**src/verilog/gfp8_bcv_pkg.sv**
```systemverilog
/*
 * GFP8 BCV shared definitions
 * Widths for loop indices, tile addresses, mantissas and exponents,
 * plus the exponent-aligned add used by the dot pipeline, the V-loop
 * accumulator and the testbench model
 */
`default_nettype none

package gfp8_bcv_pkg;

    // ====================
    // Widths with meaning
    // ====================
    typedef logic [7:0]         dim_t;        // Loop dimension or index
    typedef logic [8:0]         line_addr_t;  // Tile line address, 4 lines per NV
    typedef logic [6:0]         nv_idx_t;     // 128 NVs in tile memory
    typedef logic signed [7:0]  elem_t;       // One GFP8 mantissa element
    typedef logic signed [7:0]  gexp_t;       // Block exponent
    typedef logic signed [31:0] mant_t;       // Accumulated mantissa

    // Shift distances above this flush the operand to zero
    localparam logic [7:0] ALIGN_LIMIT = 8'd31;

    // ====================
    // Aligned add
    // ====================
    // Sum of two (mantissa, exponent) pairs at the larger exponent
    function automatic void align_add(
        input  mant_t a_man,
        input  gexp_t a_exp,
        input  mant_t b_man,
        input  gexp_t b_exp,
        output mant_t sum_man,
        output gexp_t sum_exp
    );
        gexp_t      max_exp;
        logic [7:0] a_shift;
        logic [7:0] b_shift;
        mant_t      a_aligned;
        mant_t      b_aligned;

        max_exp = (a_exp > b_exp) ? a_exp : b_exp;
        // Distance taken as 8-bit unsigned, wraps on extreme exponents
        a_shift = max_exp - a_exp;
        b_shift = max_exp - b_exp;
        // Signed zero keeps the shift arithmetic
        a_aligned = (a_shift > ALIGN_LIMIT) ? 32'sd0 : (a_man >>> a_shift);
        b_aligned = (b_shift > ALIGN_LIMIT) ? 32'sd0 : (b_man >>> b_shift);
        sum_man = a_aligned + b_aligned;
        sum_exp = max_exp;
    endfunction

endpackage

`default_nettype wire

```
**src/verilog/vloop_accumulator.sv**
```systemverilog
/*
 * V-loop accumulator
 * Sums the V dot results of one (b,c) pair with exponent alignment
 * and registers the total to the result outputs on return
 */
`timescale 1ns/1ps
`default_nettype none

module vloop_accumulator
    import gfp8_bcv_pkg::*;
(
    input  wire logic  i_clk,
    input  wire logic  i_reset_n,
    input  wire logic  i_dot_valid,
    input  wire logic  i_first,
    input  wire logic  i_return,
    input  wire mant_t i_dot_mantissa,
    input  wire gexp_t i_dot_exponent,
    output mant_t      o_result_mantissa,
    output gexp_t      o_result_exponent,
    output logic       o_result_valid
);

    mant_t acc_man;
    gexp_t acc_exp;
    mant_t sum_man;
    gexp_t sum_exp;

    always_comb begin
        align_add(acc_man, acc_exp, i_dot_mantissa, i_dot_exponent, sum_man, sum_exp);
    end

    // First v overwrites, so no clear between pairs
    always_ff @(posedge i_clk) begin
        if (i_dot_valid) begin
            acc_man <= i_first ? i_dot_mantissa : sum_man;
            acc_exp <= i_first ? i_dot_exponent : sum_exp;
        end
        if (i_return) begin
            o_result_mantissa <= acc_man;
            o_result_exponent <= acc_exp;
        end
    end

    always_ff @(posedge i_clk or negedge i_reset_n) begin
        if (!i_reset_n) begin
            o_result_valid <= 1'b0;
        end else begin
            o_result_valid <= i_return;
        end
    end

endmodule

`default_nettype wire
```
**config.mk**
```make
export PLATFORM = sky130hd
export DESIGN_NAME = vloop_accumulator
export DESIGN_NICKNAME = d
export VERILOG_FILES = /design/src/verilog/gfp8_bcv_pkg.sv /design/src/verilog/vloop_accumulator.sv
export SDC_FILE = /design/constraint.sdc
export NUM_CORES = 1
export LEC_CHECK = 0
export BUFFER_PORTS_ARGS = -buffer_cell sky130_fd_sc_hd__buf_4
export CAP_MARGIN = 20
export CORE_ASPECT_RATIO = 1.5
export CORE_MARGIN = 5
export CORE_UTILIZATION = 35
export CTS_CLUSTER_SIZE = 10
export DETAILED_ROUTE_END_ITERATION = 10
export GPL_TIMING_DRIVEN = 0
export PLACE_DENSITY = 0.58
export SLEW_MARGIN = 25
export SYNTH_ARGS = -nofsm -noshare
export SYNTH_HDL_FRONTEND = slang
export SYNTH_SLANG_ARGS = --single-unit
```
**constraint.sdc**
```tcl
create_clock -name i_clk -period 9.98 [get_ports i_clk]
set_clock_uncertainty 0.15 [all_clocks]
set_input_delay 1.996 -clock i_clk [delete_from_list [all_inputs] [get_ports i_clk]]
set_output_delay 1.996 -clock i_clk [all_outputs]
set_load 0.005 [all_outputs]
```
======== Word-level counts from Yosys, hierarchy flattened ========
Index checks and enable logic that the tools add are counted.
operators by class
  $add $sub $neg .......................... 3
  magnitude comparators ................... 3
  mux-type cells .......................... 5
  shift-type cells ........................ 2
operator list
  operator                                                                          count
  32-bit two-way mux                                                                3
  32-bit by 8-bit >>> shifter with 32-bit output                                    2
  32-bit adder                                                                      1
  8-bit by 5-bit greater-than comparator with 1-bit output (second input constant)  2
  8-bit two-way mux                                                                 2
  8-bit subtractor                                                                  2
  8-bit greater-than comparator                                                     1
word-level totals
  output and inout bits ................... 41
  logic and storage cells ................. 18
  input port bits ......................... 45
  bits in registers ....................... 81

======== Longest topological paths before layout ========
  depth after elaboration ................. 7
  mapped depth ............................ 33
  gate-level depth less buffers ........... 31

======== Worst setup path before layout ========
No wires, ideal clock.
  path kind ............................... in2reg
  from .................................... input i_dot_exponent[4]
  to ...................................... register acc_man[30], data pin
  slack ................................... 1,540 ps
  data arrival time ....................... 8,022 ps
  stages .................................. 31
  buffers on the path ..................... 1
  library setup time ...................... 267 ps
  required time ........................... 9,563 ps
  cell sequence ........................... inv_1 > ha_1 > nand3_1 > o2111a_1 > or3_1 > nor2_1 > a21oi_1 > ha_1 > fa_1 > nand2b_1 > a21oi_2 > or3_1 > a311oi_1 > or3_1 > a21oi_2 > buf_2 > a21oi_1 > a22oi_1 > o22ai_1 > ha_1 > inv_1 > fa_1 > nand2b_1 > a21oi_1 > o31ai_1 > a211oi_1 > o31ai_1 > o21ai_0 > a211oi_1 > xor2_1 > o21ai_0
on the way
  word-level cells in the longest chain between the ends .. 7
  elaborated cells between the ends (all ways) .. 12
  classes of those cells .................. add/sub: 3; order compare: 3; shift: 2; mux: 4
RTL lines
  what                                                                          RTL line                                source
  start: declaration                                                            vloop_accumulator.sv:18                 input wire gexp_t i_dot_exponent,
  8-bit greater-than comparator                                                 gfp8_bcv_pkg.sv:42                      max_exp = (a_exp > b_exp) ? a_exp : b_exp;
  8-bit two-way mux                                                             gfp8_bcv_pkg.sv:42
  8-bit subtractor, on equally long branches                                    gfp8_bcv_pkg.sv:44, gfp8_bcv_pkg.sv:45
  32-bit by 8-bit >>> shifter with 32-bit output, or another cell as far along  gfp8_bcv_pkg.sv:47                      a_aligned = (a_shift > ALIGN_LIMIT) ? 32'sd0 : (a_man >>> a_shift);
  32-bit two-way mux, on equally long branches                                  gfp8_bcv_pkg.sv:47, gfp8_bcv_pkg.sv:48
  32-bit adder (*)                                                              gfp8_bcv_pkg.sv:49                      sum_man = a_aligned + b_aligned;
  32-bit two-way mux (*)                                                        vloop_accumulator.sv:36                 acc_man <= i_first ? i_dot_mantissa : sum_man;
  end signal: assignment                                                        vloop_accumulator.sv:36
  end: declaration                                                              vloop_accumulator.sv:24                 mant_t acc_man;
Every way passes the cells marked *; elsewhere a longest branch is shown, timed or not.
A chain may end at the register's enable or synchronous reset.

======== Worst setup path after layout ========
  from .................................... input i_dot_exponent[3]
  to ...................................... register acc_man[28], data pin
Same word-level chain as after synthesis.

==> results.yml <==
pwr:
  leakage_nw: 4.55
  peakVddDrop_mv: 0.173
  p_per_area_nw_per_um2: 297
drt:
  firstDrtPassIters: 5
  drtIter0Drc: 819
  drcViolationCount: 0
  wl_per_cell_um: 24.4
  wirelength_um: 39300
  viasPerCell: 6.05
  antenna_left: 0
  vias: 9753
clock_network:
  clockBufferDepth: 2
  htreeDepth: 3
  cts_sinks: 81
  clk-insertion-delay-late_ns: 0.36
  clk_pin_slew_ns: 0.06
  tritoncts: "done"
  root_buffer: "clkbuf_16"
  cts-hold-fix-buffers: 0
  numCtsBuffers: 9
timing:
  setup_viol: 0
  min_period_ns: 9.58
  clock.fmax_mhz: 104
  drv_slew: 0
  worst_pin_slew_ns: 0.988
  holdWs_ns: 0.329
  fin_tns_setup_ns: 0
  hold_viol: 0
  fin_ws_ns: 0.398
  period_share_pct: 96.0
  slew_headroom_pct: 34.1
worst_setup_path:
  worst_setup_path_end_kind: "flop"
  crit_fanout: 10
  r2r-start: "acc_exp[1]"
  cp.arrival_ns: 9.57
  slowest_stage: "fa_1"
  r2r_setup_slack_ns: 1.66
  startpoint_type: "input port"
  timing.rr.end: "acc_man[28]"
  crit_required_ns: 9.97
  crit_type: "in2reg"
  worstRegToRegCells: 30
  crit_path_max_incr_delay_ns: 0.50
placed_design:
  place_congestion: 1.01
  port_buffers: 84
  dp_slack_ns: -0.673
  place_hpwl_um: 32100
synth:
  synth-async-reset-ratio_pct: 1.23
  netlist_instances: 1169
  syn_area_per_cell_sq_um: 8.20
  syn_area_sq_um: 9580
  synth_edf_count: 80
  seq_area_frac_synth_pct: 25.3
  synth_top_flop_cell: "edfxtp_1"
  yosysWarnings: 0
  synthesis.nets: 1272
  synth_cell_types: 78
  synth_seq_cells: 81
finish:
  antenna_cells: 0
  utilization_pct: 40.9
  drive_gt1_share_pct: 15.1
  area_growth_pct: 15.8
  final_nets: 1368
global_routing:
  grt_antenna_before_repair: 0
  grt_pass1_wl_um: 58800
  overflow: 0
  track_usage_pct: 24.6
  grt_pass1_vias: 9971
  grt_max_degree: 42
hold_path:
  hp-start: "acc_man[1]"
  hp-class: "reg2reg"
  holdPathEnd: "o_result_mantissa[1]"
  holdPathStages: 0
die:
  dieHeight_um: 213
  io_pins: 86
  die_x_um: 145
  die-area_sq_um: 30900
  coreArea_sq_um: 27100
  num_rows: 74
  initial_core_util_pct: 35.3
flow_run:
  maxCapViolCount: 0
outcome:
  status: "completed"
-- layer usage --
metal / global-route usage (%) / vias to the layer above / share of wire, % / wire, um
met5: 0 / - / 0 / 0
met4: 17.5 / 0 / 7.9 / 3100
met3: 2.59 / 133 / 4.3 / 1670
met2: 45.3 / 395 / 51 / 20000
met1: 26.1 / 4626 / 37 / 14500
li1: - / 4599 / - / -
-- power by group --
group	internal (mW)	total [mW]	switching [mW]
clock	0.270	0.405	0.135
sequential	0.449	0.496	0.0476
combinational	0.819	2.39	1.57
total	1.54	3.29	1.76
-- cells in the mapped netlist (16+ instances only) --
cell type / n / area share (%)
a211oi_1: 37 / 2.9
a21oi_1: 109 / 5.7
a31oi_1: 24 / 1.6
clkbuf_1: 51 / 2.0
edfxtp_1: 80 / 25
ha_1: 55 / 7.2
inv_1: 30 / 1.2
mux2_2: 19 / 2.2
mux2i_1: 100 / 10
nand2_1: 173 / 6.8
nand2b_1: 16 / 1.0
nand3_1: 18 / 0.94
nor2_1: 77 / 3.0
nor3_1: 26 / 1.4
o21ai_0: 87 / 4.5
xnor2_1: 17 / 1.6
-- logic make-up (layout without fill, tap and decap cells) --
kind of cell | after synthesis | in the layout | synth area share, %
compound gates | 379 | 379 | 25.5
xor+xnor | 32 | 32 | 2.92
fa+ha+maj | 58 | 58 | 7.81
buf+inv | 112 | 213 | 4.91
flops | 81 | 81 | 25.3
mux | 131 | 131 | 15.5
simple gates | 376 | 376 | 18.0
-- worst max-delay path by stage --
| stage | from | endpoint | slack (ns) |
|---|---|---|---|
| finish | i_dot_exponent[3] | acc_man[28] | 0.40 |
| floorplan | i_dot_exponent[4] | acc_man[30] | 1.54 |
| global placement | i_dot_exponent[1] | acc_man[28] | -0.74 |
| CTS | i_dot_exponent[1] | acc_man[28] | 0.01 |
| global route | i_dot_exponent[3] | acc_man[30] | -0.03 |
| detailed placement | i_dot_exponent[1] | acc_man[28] | -0.67 |
-- worst max-delay path: cells and delay by family --
kind / cells / cell delay, ns
xor gates and xnor gates: 1 / 0.16
AOI/OAI and AO/OA: 16 / 4.08
buffers and inverters: 4 / 0.41
adders and majority gates: 5 / 1.67
and+or+nand+nor: 6 / 1.25
-- layout by cell type (no fill, tap or decap), types with 9 or more instances in the layout --
cell / netlist / routed
nor2b_1: 10 / 10
xor2_1: 15 / 13
mux2_2: 19 / 19
ha_1: 55 / 54
nor2_1: 77 / 77
nand2_1: 173 / 173
o22ai_1: 12 / 12
o21ai_0: 87 / 85
clkbuf_1: 51 / 48
a211o_1: 9 / 9
clkbuf_16: 0 / 9
inv_1: 30 / 30
a211oi_1: 37 / 37
a311oi_1: 11 / 10
nor3_1: 26 / 26
and3_1: 11 / 11
nand2b_1: 16 / 16
a21oi_1: 109 / 108
mux2i_1: 100 / 100
buf_2: 10 / 12
edfxtp_1: 80 / 80
a31oi_1: 24 / 24
buf_4: 4 / 90
a21o_1: 15 / 15
mux4_2: 12 / 12
nand3_1: 18 / 18
xnor2_1: 17 / 15
-- state kept, by name, summed over array words and instances (netlist names) --
register,count
acc_man,32
o_result_mantissa,32
acc_exp,8
o_result_exponent,8
o_result_valid,1
-- final cells by class --
| cell class | count | area (sq um) |
|---|---|---|
| Inverter | 31 | 116 |
| Clock inverter | 5 | 128 |
| Clock buffer | 11 | 233 |
| Multi-Input combinational cell | 976 | 6760 |
| Buffer | 80 | 362 |
| Sequential cell | 81 | 2430 |
| Tap cell | 342 | 428 |
| Fill cell | 2824 | 16000 |
| Timing Repair Buffer | 86 | 646 |
-- stage by stage --
step | total power [mW] | area [sq um] | std cells
2_1_floorplan | 2.07 | 9580 | 1169
3_3_place_gp | 2.82 | 10600 | 1595
3_5_place_dp | 2.81 | 10600 | 1595
4_1_cts | 3.23 | 11000 | 1610
5_1_grt | 3.48 | 11100 | 1612
6_report | 3.29 | 11100 | 1612
-- timing repair --
item,4_1_cts,5_1_grt
setup endpoints to repair,5,11
pin swaps,0,2
endpoints found under the hold margin,0,0
setup buffers,0,2
gates resized for setup,5,21
(Power assumes the default switching activity.)
