--- src/verilog/gfp8_bcv_pkg.sv ---
/*
 * GFP8 BCV shared definitions
 * Widths for loop indices, tile addresses, mantissas and exponents,
 * plus the exponent-aligned add used by the dot pipeline, the V-loop
 * accumulator and the testbench model
 */
`default_nettype none

package gfp8_bcv_pkg;

    // ====================
    // Widths with meaning
    // ====================
    typedef logic [7:0]         dim_t;        // Loop dimension or index
    typedef logic [8:0]         line_addr_t;  // Tile line address, 4 lines per NV
    typedef logic [6:0]         nv_idx_t;     // 128 NVs in tile memory
    typedef logic signed [7:0]  elem_t;       // One GFP8 mantissa element
    typedef logic signed [7:0]  gexp_t;       // Block exponent
    typedef logic signed [31:0] mant_t;       // Accumulated mantissa

    // Shift distances above this flush the operand to zero
    localparam logic [7:0] ALIGN_LIMIT = 8'd31;

    // ====================
    // Aligned add
    // ====================
    // Sum of two (mantissa, exponent) pairs at the larger exponent
    function automatic void align_add(
        input  mant_t a_man,
        input  gexp_t a_exp,
        input  mant_t b_man,
        input  gexp_t b_exp,
        output mant_t sum_man,
        output gexp_t sum_exp
    );
        gexp_t      max_exp;
        logic [7:0] a_shift;
        logic [7:0] b_shift;
        mant_t      a_aligned;
        mant_t      b_aligned;

        max_exp = (a_exp > b_exp) ? a_exp : b_exp;
        // Distance taken as 8-bit unsigned, wraps on extreme exponents
        a_shift = max_exp - a_exp;
        b_shift = max_exp - b_exp;
        // Signed zero keeps the shift arithmetic
        a_aligned = (a_shift > ALIGN_LIMIT) ? 32'sd0 : (a_man >>> a_shift);
        b_aligned = (b_shift > ALIGN_LIMIT) ? 32'sd0 : (b_man >>> b_shift);
        sum_man = a_aligned + b_aligned;
        sum_exp = max_exp;
    endfunction

endpackage

`default_nettype wire

--- src/verilog/bcv_loop_sequencer.sv ---
/*
 * BCV loop sequencer
 * Accepts a tile on the rising edge of the enable, then walks
 * b (outer), c (middle) and v (inner), issuing index load, capture
 * and launch strobes for each v and a return strobe per (b,c)
 */
`timescale 1ns/1ps
`default_nettype none

module bcv_loop_sequencer
    import gfp8_bcv_pkg::*;
(
    input  wire logic i_clk,
    input  wire logic i_reset_n,
    input  wire logic i_tile_en,
    input  wire dim_t i_dim_b,
    input  wire dim_t i_dim_c,
    input  wire dim_t i_dim_v,
    input  wire logic i_dot_valid,
    output logic      o_tile_start,
    output logic      o_index_load,
    output logic      o_capture,
    output logic      o_launch,
    output logic      o_first,
    output logic      o_return,
    output logic      o_tile_done,
    output dim_t      o_b_idx,
    output dim_t      o_c_idx,
    output dim_t      o_v_idx,
    output dim_t      o_dim_v
);

    typedef enum logic [2:0] {
        IDLE,
        INDEX,
        CAPTURE,
        LAUNCH,
        COMPUTE,
        ACCUM,
        RETURN,
        DONE
    } state_t;

    state_t state_q;
    state_t state_d;

    logic tile_en_q;
    logic tile_rise;
    logic tile_done_q;

    // Captured tile dimensions
    dim_t dim_b_q;
    dim_t dim_c_q;
    dim_t dim_v_q;

    dim_t b_idx;
    dim_t c_idx;
    dim_t v_idx;

    logic last_b;
    logic last_c;
    logic last_v;

    // Only a fresh edge starts a tile, a held enable is ignored
    assign tile_rise = i_tile_en && !tile_en_q;

    assign last_b = (b_idx == dim_b_q - 8'd1);
    assign last_c = (c_idx == dim_c_q - 8'd1);
    assign last_v = (v_idx == dim_v_q - 8'd1);

    // ====================
    // Next state
    // ====================
    always_comb begin
        state_d = state_q;
        case (state_q)
            IDLE:    if (tile_rise) state_d = INDEX;
            INDEX:   state_d = CAPTURE;
            CAPTURE: state_d = LAUNCH;
            LAUNCH:  state_d = COMPUTE;
            // Wait out the dot pipeline
            COMPUTE: if (i_dot_valid) state_d = ACCUM;
            ACCUM:   state_d = last_v ? RETURN : INDEX;
            RETURN:  state_d = (last_b && last_c) ? DONE : INDEX;
            DONE:    state_d = IDLE;
            default: state_d = IDLE;
        endcase
    end

    always_ff @(posedge i_clk or negedge i_reset_n) begin
        if (!i_reset_n) begin
            state_q     <= IDLE;
            tile_en_q   <= 1'b0;
            tile_done_q <= 1'b0;
        end else begin
            state_q     <= state_d;
            tile_en_q   <= i_tile_en;
            // Done trails the last result by one cycle
            tile_done_q <= (state_q == DONE);
        end
    end

    // ====================
    // Loop indices
    // ====================
    always_ff @(posedge i_clk or negedge i_reset_n) begin
        if (!i_reset_n) begin
            dim_b_q <= '0;
            dim_c_q <= '0;
            dim_v_q <= '0;
            b_idx   <= '0;
            c_idx   <= '0;
            v_idx   <= '0;
        end else begin
            case (state_q)
                IDLE: begin
                    if (tile_rise) begin
                        dim_b_q <= i_dim_b;
                        dim_c_q <= i_dim_c;
                        dim_v_q <= i_dim_v;
                        b_idx   <= '0;
                        c_idx   <= '0;
                        v_idx   <= '0;
                    end
                end
                ACCUM: begin
                    if (!last_v) begin
                        v_idx <= v_idx + 8'd1;
                    end
                end
                RETURN: begin
                    v_idx <= '0;
                    // c is the faster index, b steps when c wraps
                    if (!(last_b && last_c)) begin
                        if (last_c) begin
                            c_idx <= '0;
                            b_idx <= b_idx + 8'd1;
                        end else begin
                            c_idx <= c_idx + 8'd1;
                        end
                    end
                end
                default: begin
                end
            endcase
        end
    end

    // Strobes decoded from the registered state
    assign o_tile_start = (state_q == IDLE) && tile_rise;
    assign o_index_load = (state_q == INDEX);
    assign o_capture    = (state_q == CAPTURE);
    assign o_launch     = (state_q == LAUNCH);
    assign o_return     = (state_q == RETURN);
    assign o_first      = (v_idx == 8'd0);
    assign o_tile_done  = tile_done_q;

    assign o_b_idx = b_idx;
    assign o_c_idx = c_idx;
    assign o_v_idx = v_idx;
    assign o_dim_v = dim_v_q;

endmodule

`default_nettype wire

--- config.mk ---
export PLATFORM = sky130hd
export DESIGN_NAME = bcv_loop_sequencer
export DESIGN_NICKNAME = d
export VERILOG_FILES = /design/src/verilog/gfp8_bcv_pkg.sv /design/src/verilog/bcv_loop_sequencer.sv
export SDC_FILE = /design/constraint.sdc
export NUM_CORES = 1
export LEC_CHECK = 0
export BUFFER_PORTS_ARGS = -buffer_cell sky130_fd_sc_hd__clkbuf_2
export CAP_MARGIN = 20
export CORE_ASPECT_RATIO = 1.75
export CORE_MARGIN = 4
export CORE_UTILIZATION = 55
export DETAILED_ROUTE_END_ITERATION = 16
export MAX_ROUTING_LAYER = met4
export PLACE_DENSITY = 0.83
export REMOVE_ABC_BUFFERS = 1
export SYNTH_ARGS = -nofsm -noshare
export SYNTH_HDL_FRONTEND = slang
export SYNTH_SLANG_ARGS = --single-unit
--- constraint.sdc ---
create_clock -name i_clk -period 5.4 [get_ports i_clk]
set_input_delay 1.08 -clock i_clk [delete_from_list [all_inputs] [get_ports i_clk]]
set_output_delay 1.08 -clock i_clk [all_outputs]
set_load 0.1 [all_outputs]
After elaboration in Yosys (flattened, before gate mapping)
Index checks and enable logic that the tools add are counted.

Reductions and logical operators: 13. Equal/unequal tests: 15. Add/subtract/negate cells: 6. Mux-type cells: 14.

Operators by type and width (count): $mux 8 (6); $pmux 8 s2 (2); $add 8x1->8 const B (3); $eq 8x8->1 (3); $pmux 3 s8 (1); $pmux 8 s3 (1); $sub 8x1->8 const B (3); $eq 3x3->1 const B (4); $mux 3 (4); $logic_not 8->1 (1); $ne 2x2->1 const B (4); $eq 3x2->1 const B (2); $reduce_and 3->1 (2); $reduce_and 2->1 (2); $reduce_and 4->1 (1); $eq 3x1->1 const B (1); $logic_and 1x1->1 (3); $logic_not 3->1 (1); $reduce_bool 3->1 (1); $ne 2x1->1 const B (1); $reduce_bool 2->1 (1); $logic_not 1->1 (1).

Logic and storage cells: 57. Register bits: 53. Input port bits: 28. Output and inout bits: 39.

Logic depth before layout (Yosys ltp)
Gate-level depths: netlist (run 1).

Word-level depth: 5. Gate-level depth with buffers: 11. Gate-level depth less buffers: 9.

Least setup slack after synthesis (run 1)
No wires, ideal clock.

Path kind: reg-to-output. Start point: register v_idx[1] (netlist: o_v_idx[1]). End point: output o_first. Data required time: 4.320 ns. Path slack: -0.222 ns. Cell stages (with the launch flop): 5. Path buffers: 0. Arrival: 4.542 ns. Cell sequence: dfrtp_1 > inv_1 > ha_1 > or4b_2 > nor4_1.

Cells in the longest elaborated chain, start to end: 1.

Ends and longest elaborated chain: from (decl) (line bcv_loop_sequencer.sv:58) `dim_t v_idx;`; from (signal assigned) (line bcv_loop_sequencer.sv:128) `v_idx <= v_idx + 8'd1;`; $logic_not 8->1 (line bcv_loop_sequencer.sv:155) `assign o_first = (v_idx == 8'd0);`; to (decl) (line bcv_loop_sequencer.sv:24) `output logic o_first,`.

Every way passes these cells.

Worst setup path after layout (run 1)
Start point: register v_idx[0] (netlist: o_v_idx[0]). End point: output o_first.

The elaborated chain is that of the path after synthesis.

==> results of run 1 <==
==> layout make-up <==
| class | instances | area share, % |
|---|---|---|
| Sequential cell | 53 | 35.8 |
| Multi-Input combinational cell | 253 | 48.2 |
| Clock inverter | 2 | 0.406 |
| Timing Repair Buffer | 69 | 9.53 |
| Inverter | 15 | 1.52 |
| Tap cell | 76 | 2.57 |
| Clock buffer | 6 | 1.96 |
==> cells in the final DEF (no fill, tap or decap), types with 3 or more instances in the layout <==
master	count
clkbuf_2	66
dfrtp_1	53
nand2_1	29
nor2_1	23
o21ai_0	20
xor2_1	18
mux2_2	18
inv_1	15
xnor2_1	14
nand4_1	11
a21oi_1	9
or4_1	8
nand3_1	8
ha_1	7
nor3_1	6
o31ai_1	5
clkbuf_8	5
and3b_1	4
nand2b_1	4
nand3b_1	4
o211ai_1	4
or3_1	4
mux2i_1	4
and2_1	4
o21bai_1	3
a31oi_1	3
buf_4	3
==> per-layer routing <==
layer / track usage (%) / vias to the layer above / routed length [um]
met5: - / - / 0
li1: - / 1334 / -
met1: 25.8 / 1365 / 2980
met2: 42.5 / 78 / 4120
met3: 4.19 / 8 / 348
met4: 7.42 / 0 / 123
==> path summary, 6_finish.rpt <==
check	endpoint	slack, ns	depth (start not counted)
min in group asynchronous	o_b_idx[1]	0.88	2
hold / removal	dim_b_q[7]	0.54	1
max in group asynchronous	dim_c_q[1]	4.07	2
setup / recovery	o_first	1.90	5
setup reg to reg	o_b_idx[4]	2.49	7
hold reg to reg	dim_b_q[7]	0.54	1
==> cells by family after synthesis <==
family,after synthesis,synth area share [%]
XOR/XNOR,32,8.69
adder cells (fa/ha/maj),8,3.03
AND/OR/NAND/NOR,126,22.3
AO/OA/AOI/OAI,65,13.7
flip-flops,53,41.1
buffers and inverters,27,3.57
multiplexers,22,7.53
==> cell usage after synthesis, types with 3 or more instances <==
cell type and count:
nand2_1 29, or4_1 8, dfrtp_1 53, nand3_1 8, nand3b_1 4, a21oi_1 9
o31ai_1 5, or3_1 4, o21bai_1 3, o21ai_0 20, nand4_1 11, nor2_1 23
and2_1 4, nor3_1 6, o211ai_1 4, and3b_1 4, a31oi_1 3, mux2_2 18
xor2_1 18, ha_1 7, mux2i_1 4, buf_2 5, inv_1 15, clkbuf_1 6
nand2b_1 4, xnor2_1 14
==> power by group <==
| group | internal [uW] | switching [uW] |
|---|---|---|
| logic | 405 | 999 |
| registers | 530 | 217 |
| clock network | 91.6 | 137 |
| total | 1030 | 1350 |
==> metrics by stage <==
stage | area (um2) | setup slack, ns | cells
after floorplan | 3170 | -0.222 | 321
after global placement | 3610 | 1.97 | 466
after detailed placement | 3610 | 1.92 | 466
after CTS | 3700 | 1.89 | 474
after global routing | 3700 | 1.81 | 474
final | 3700 | 1.90 | 474
==> sequential cells by signal, indices dropped and copies added (netlist names) <==
name,cells
o_c_idx,8
state_q,3
o_tile_done,1
tile_en_q,1
dim_b_q,8
o_b_idx,8
o_dim_v,8
o_v_idx,8
dim_c_q,8
==> impl_results.md, run 1 <==
- CTS tree: built
- Worst slew pin tran: just under 0.7 ns
- Wire per inst: around 16 um
- Finished Core Util: roughly two thirds
- Grt ovf: 0
- Avg Inst Size Synth: between 9 and 10 um2
- H-tree levels: 2
- RSZ-0062 raised after global routing: no
- Yosys top cell by area: dfrtp_1
- Overall Global Routing Usage: between 20% and 30%
- Async set-reset flop share out of synthesis: 100%
- Vias in the first global route: around 2.7k
- Final Hold Fails: 0
- TritonCTS Sinks: 53
- Peak VDD IR: between 0.3 and 0.4 mV
- HPWL Detailed: about 5500 um
- Fill count: ~480
- Crit path max-delay family: simple AND/OR/NAND/NOR gates
- CTS clock-pin slew for the worst setup and hold paths: roughly 0.1 ns
- Status: finished clean
- GPL Wtd Cong: approximately 0.85
- Clock Skew: between 0.007 and 0.008 ns
- Largest net degree at the start of global routing: 54
- Max cap viols: 0
- Synth top area share: roughly two fifths
- Sequential cell area: 1330 um2
- Fin. max-slew vios: 0
- Drt pass-1 iters: 5
- Area grow syn2layout: 14.8%
- Die ar.: roughly 7200 um2
- Headroom to the max-slew limit: 55.1%
- Final WL: 7580 um
- PD cells: about 640 nW/um2
- Synth Flop Type: dfrtp_1
- Global-route wire length before repair: between 10000 and 15000 um
- Yosys warning count: 0
- Clock Latency Late Sink: approximately 0.32 ns
- Core Box Area: between 5000 and 6000 um2
- Fin crit share: 64.8%
- CTS Root Cell: clkbuf_8
- Initial antenna violation count: 0
- Setup Crit Path Kind: flop to output pin
- Via/cell ratio: 5.88
- DR vias: between 2k and 3k
- Sequential-to-total area share from yosys stat: approximately two fifths
- Crit end category: output pin
- Final setup viols: 0
- Initial Utilization: a little under three fifths
- Synth Register Bits: 53
- Fmax: ~290 MHz
- Top cells by area, synth: dfrtp_1 (41%), mux2_2 (6.3%), xor2_1 (4.9%)
- Crit Path Max Fanout: 7
- PortBufs: between 60 and 70
- Ant. Diodes: 0
- Crit start category: flop
- Final net count: 432
- # hold bufs at CTS: 0
- Multi-input logic area: between 1500 and 2000 um2
- Post-CTS Setup Bufs: 0
- Chip Height: ~110 um
- Cells after Synth: between 300 and 400
- Origin of the critical flop-to-flop path: state_q[2]
- Num CTS Buffers: 5
- EDFF count, synth: 0
- Clock tree buffer depth: 2
- I/O pin count: 67
- Die W: 65.9 um
- Synth cell types: 59
- Final min period: 3.50 ns
- Total power: about 2400 uW
- Post-CTS Resized: 0
- Buffer and inverter count on the worst path: 2
- Crit path DAT: 2.42 ns
- Setup TNS Final: 0 ns
- Setup crit start: o_v_idx[0]
- Worst-path cell chain: inv_1 -> ha_1 -> or4b_2 -> nor4_1 -> clkbuf_2
- Iter 0 DRT Violations: between 100 and 150
- Leak Pwr: about 0.0017 uW
- # DRC: 0
- Hold Crit Class: flop to flop
- FP Rows: 36
- CP required: 4.32 ns
- CP max stage delay: roughly 0.60 ns
- Hold_ws: approximately 0.54 ns
- Post-DRT Antenna Nets: 0
- Crit-path slowest cell: or4b_2
- Mapped cell area: roughly 3200 um2
- Share of cells above drive strength 1: a little over a quarter
- Worst hold start: dim_b_q[7]
Power figures use the tool's default switching activity.
==> inputs of run 2 (changes only) <==
--- a/config.mk
+++ b/config.mk
@@ -5,6 +5,7 @@
 export SDC_FILE = /design/constraint.sdc
 export NUM_CORES = 1
 export LEC_CHECK = 0
+export ABC_AREA = 1
 export BUFFER_PORTS_ARGS = -buffer_cell sky130_fd_sc_hd__clkbuf_2
 export CAP_MARGIN = 20
 export CORE_ASPECT_RATIO = 1.75
@@ -12,7 +13,7 @@
 export CORE_UTILIZATION = 55
 export DETAILED_ROUTE_END_ITERATION = 16
 export MAX_ROUTING_LAYER = met4
-export PLACE_DENSITY = 0.83
+export PLACE_DENSITY = 0.82
 export REMOVE_ABC_BUFFERS = 1
 export SYNTH_ARGS = -nofsm -noshare
 export SYNTH_HDL_FRONTEND = slang
==> constraint.sdc (replaced) <==
create_clock -name i_clk -period 3.32 [get_ports i_clk]
set_input_delay 0.664 -clock i_clk [delete_from_list [all_inputs] [get_ports i_clk]]
set_output_delay 0.664 -clock i_clk [all_outputs]
set_load 0.1 [all_outputs]
==> impl_results.md, run 2 <==
- Status: finished clean (unchanged)
- PD cells: 1040 nW/um2 (was 643 nW/um2)
- Max cap viols: 0 (unchanged)
- CP required: 2.66 ns (was 4.32 ns)
- Headroom to the max-slew limit: 63.0% (was 55.1%)
- Final Hold Fails: 0 (unchanged)
- Setup WS pre-CTS: 1.05 ns (was 1.92 ns)
- Buffer and inverter count on the worst path: 2 (unchanged)
- Drt pass-1 iters: 4 (was 5)
- Grt met2 use: 46.9% (was 42.5%)
- Yosys warning count: 0 (unchanged)
- I/O pin count: 67 (unchanged)
- Commonest cells post-synth: nand2_1 (174), nor2_1 (58), dfrtp_1 (53) (was dfrtp_1 (53), nand2_1 (29), nor2_1 (23))
- Final WL: 9190 um (was 7580 um)
- Crit end category: output pin (unchanged)
- Yosys top cell by area: dfrtp_1 (unchanged)
- Setup Crit Path Kind: flop to output pin (unchanged)
- CP max stage delay: 0.53 ns (was 0.60 ns)
- TritonCTS Sinks: 53 (unchanged)
- GRT busiest layer: met2 (unchanged)
- Flop pwr share: 27.8% (was 31.4%)
- Peak VDD IR: 0.803 mV (was 0.399 mV)
- Vias in the first global route: 3428 (was 2696)
- Core Box Area: 6180 um2 (was 5630 um2)
- Mapped cell area: 3490 um2 (was 3230 um2)
- Ant. Diodes: 0 (unchanged)
- Via/cell ratio: 5.34 (was 5.88)
- Fin. max-slew vios: 0 (unchanged)
- Synth cell types: 33 (was 59)
- Finished Core Util: 65.3% (was 65.8%)
- Avg Inst Size Synth: 6.99 um2 (was 9.69 um2)
- H-tree levels: 2 (unchanged)
- Crit Path Max Fanout: 5 (was 7)
- Sequential-to-total area share from yosys stat: 38.0% (was 41.1%)
- Grt ovf: 0 (unchanged)
- Fmax: a little over 400 MHz
- RSZ-0062 raised after global routing: no (unchanged)
- Worst slew pin tran: 0.557 ns (was 0.674 ns)
- Overall Global Routing Usage: 26.7% (was 23.5%)
- Share of cells above drive strength 1: 16.9% (was 26.6%)
- Post-DRT Antenna Nets: 0 (unchanged)
- Final cell count without fillers: 649 (was 474)
- FP Rows: 38 (was 36)
- Clock Latency Late Sink: 0.32 ns (about the same)
- Crit path max-delay family: buffers and inverters (was simple AND/OR/NAND/NOR gates)
- Net Sw Frac: 59.9% (was 56.9%)
- Clock share of power: 9.4% (was 9.6%)
- Final setup viols: 0 (unchanged)
- DR vias: 3468 (was 2785)
- Crit start category: flop (unchanged)
- Post-CTS Resized: 0 (unchanged)
- Area grow syn2layout: 15.6% (was 14.8%)
- Synth Flop Type: dfrtp_1 (unchanged)
- Hold Crit Class: primary input to asynchronous set/reset pin (was flop to flop)
- # DRC: 0 (unchanged)
- PortBufs: 66 (unchanged)
- # hold bufs at CTS: 0 (unchanged)
- Final min period: between 2 and 2.5 ns
- CTS tree: built (unchanged)
- EDFF count, synth: 0 (unchanged)
- Synth top area share: 38.0% (was 41.1%)
- Clock tree buffer depth: 2 (unchanged)
- Crit-path slowest cell: clkbuf_2 (was or4b_2)
- Fin crit share: between 70% and 80%
- CTS clock-pin slew for the worst setup and hold paths: 0.10 ns (about the same)
- Top cells by area, synth: dfrtp_1 (38%), nand2_1 (19%), nor2_1 (6.2%) (was dfrtp_1 (41%), mux2_2 (6.3%), xor2_1 (4.9%))
- Clock Skew: 0.00512 ns (was 0.00789 ns)
- CTS Root Cell: clkbuf_8 (unchanged)
- Chip Height: 113 um (was 109 um)
- Sw Pwr: 2510 uW (was 1350 uW)
- Most frequent cells in the layout: nand2_1 (174), clkbuf_2 (65), nor2_1 (58) (was clkbuf_2 (66), dfrtp_1 (53), nand2_1 (29))
- Crit path DAT: 1.81 ns (was 2.42 ns)
- Global-route wire length before repair: 15300 um (was 12800 um)
- Leak Pwr: 0.00212 uW (was 0.00168 uW)
- Internal Power: 1680 uW (was 1030 uW)
- Cells after Synth: 499 (was 333)
- Part of the power in combinational logic: 62.8% (was 59.0%)
- Largest net degree at the start of global routing: 40 (was 54)
- Iter 0 DRT Violations: 197 (was 138)
- Final WS setup: 0.849 ns (was 1.90 ns)
- GPL Wtd Cong: 0.908 (was 0.848)
- Worst-path cell chain: inv_1 -> nor3_1 -> clkbuf_2 (was inv_1 -> ha_1 -> or4b_2 -> nor4_1 -> clkbuf_2)
- HPWL Detailed: 7260 um (was 5550 um)
- Initial Utilization: 56.4% (was 57.3%)
- Num CTS Buffers: 5 (unchanged)
- Die ar.: 7730 um2 (was 7200 um2)
- Total power: 4190 uW (was 2380 uW)
- Post-CTS Setup Bufs: 0 (unchanged)
- Synth Register Bits: 53 (unchanged)
- Initial antenna violation count: 0 (unchanged)
- Met1 Use GR: 26.0% (was 25.8%)
- Final net count: 603 (was 432)
- Met3 usage: 4.47% (was 4.19%)
- Inst Count DP: 640 (was 466)
- Commonest non-fill, non-tap cell in the layout: nand2_1 (was clkbuf_2)
- Wire per inst: 14.2 um (was 16.0 um)
- Async set-reset flop share out of synthesis: 100% (unchanged)
- Die W: 68.2 um (was 65.9 um)
- Count leader, synth: nand2_1 (was dfrtp_1)
run 2: metrics by stage:
step           cell area [um2]  hold slack, ns  setup TNS, ns
2_1_floorplan             3450           0.368          -8.84
3_3_place_gp              3920           0.482              0
3_5_place_dp              3920           0.487              0
4_1_cts                   4010           0.448              0
5_1_grt                   4030           0.141              0
6_report                  4030           0.159              0
run 2: power groups by stage:
stage	Sequential (uW)	Clock (uW)	Combinational (uW)
after floorplan	1850	0	1410
after global placement	1160	0	2560
after detailed placement	1170	0	2620
after CTS	1160	405	2620
after global routing	1200	436	2890
final	1160	393	2630
run 2: path summary, 6_finish.rpt:
check,to,startpoint,cells after the start,slack [ns]
hold reg to reg,dim_b_q[7],dim_b_q[7],2,0.50
setup reg to reg,o_b_idx[1],dim_c_q[0],12,1.00
min in group i_clk,tile_en_q,i_tile_en,1,0.46
setup / recovery,o_launch,state_q[0],3,0.85
hold / removal,dim_b_q[4],i_reset_n,1,0.16
max in group asynchronous,o_dim_v[1],i_reset_n,3,2.45
run 2: final cells by class:
| class | count | area [um2] |
|---|---|---|
| flip-flops and latches | 53 | 1330 |
| repair buffers | 70 | 388 |
| multi-input cells | 384 | 1920 |
| clock inverters | 2 | 13.8 |
| clock buffers | 6 | 82.6 |
| inverters | 54 | 203 |
| fillers | 583 | 2150 |
| well taps | 80 | 100 |
run 2: cell families (layout without fill, tap and decap cells):
group                    Yosys count  in the layout  share of synthesized area [%]
AND/OR/NAND/NOR                  318            318                           40.2
buffers and inverters             62            132                           6.92
flip-flops                        53             53                           38.0
XOR/XNOR                          31             31                           7.78
AO/OA/AOI/OAI                     28             28                           4.59
adder cells (fa/ha/maj)            7              7                           2.51
run 2: routing by layer:
| metal | vias up | wire, um |
|---|---|---|
| met1 | 1631 | 3230 |
| met2 | 85 | 5100 |
| met4 | 0 | 553 |
| li1 | 1711 | - |
| met3 | 41 | 314 |
| met5 | - | 0 |
run 2: worst reg2reg max path, cell delays in order, from the launching register on:
cell,delay (ns)
dfrtp_1,0.40
inv_1,0.16
ha_1,0.26
nand2_1,0.13
nor2_1,0.14
nand2_1,0.09
nand3b_1,0.09
nand3_1,0.09
nor2_2,0.18
nand2_1,0.33
nand3_2,0.26
nand2_1,0.08
nand2_1,0.06
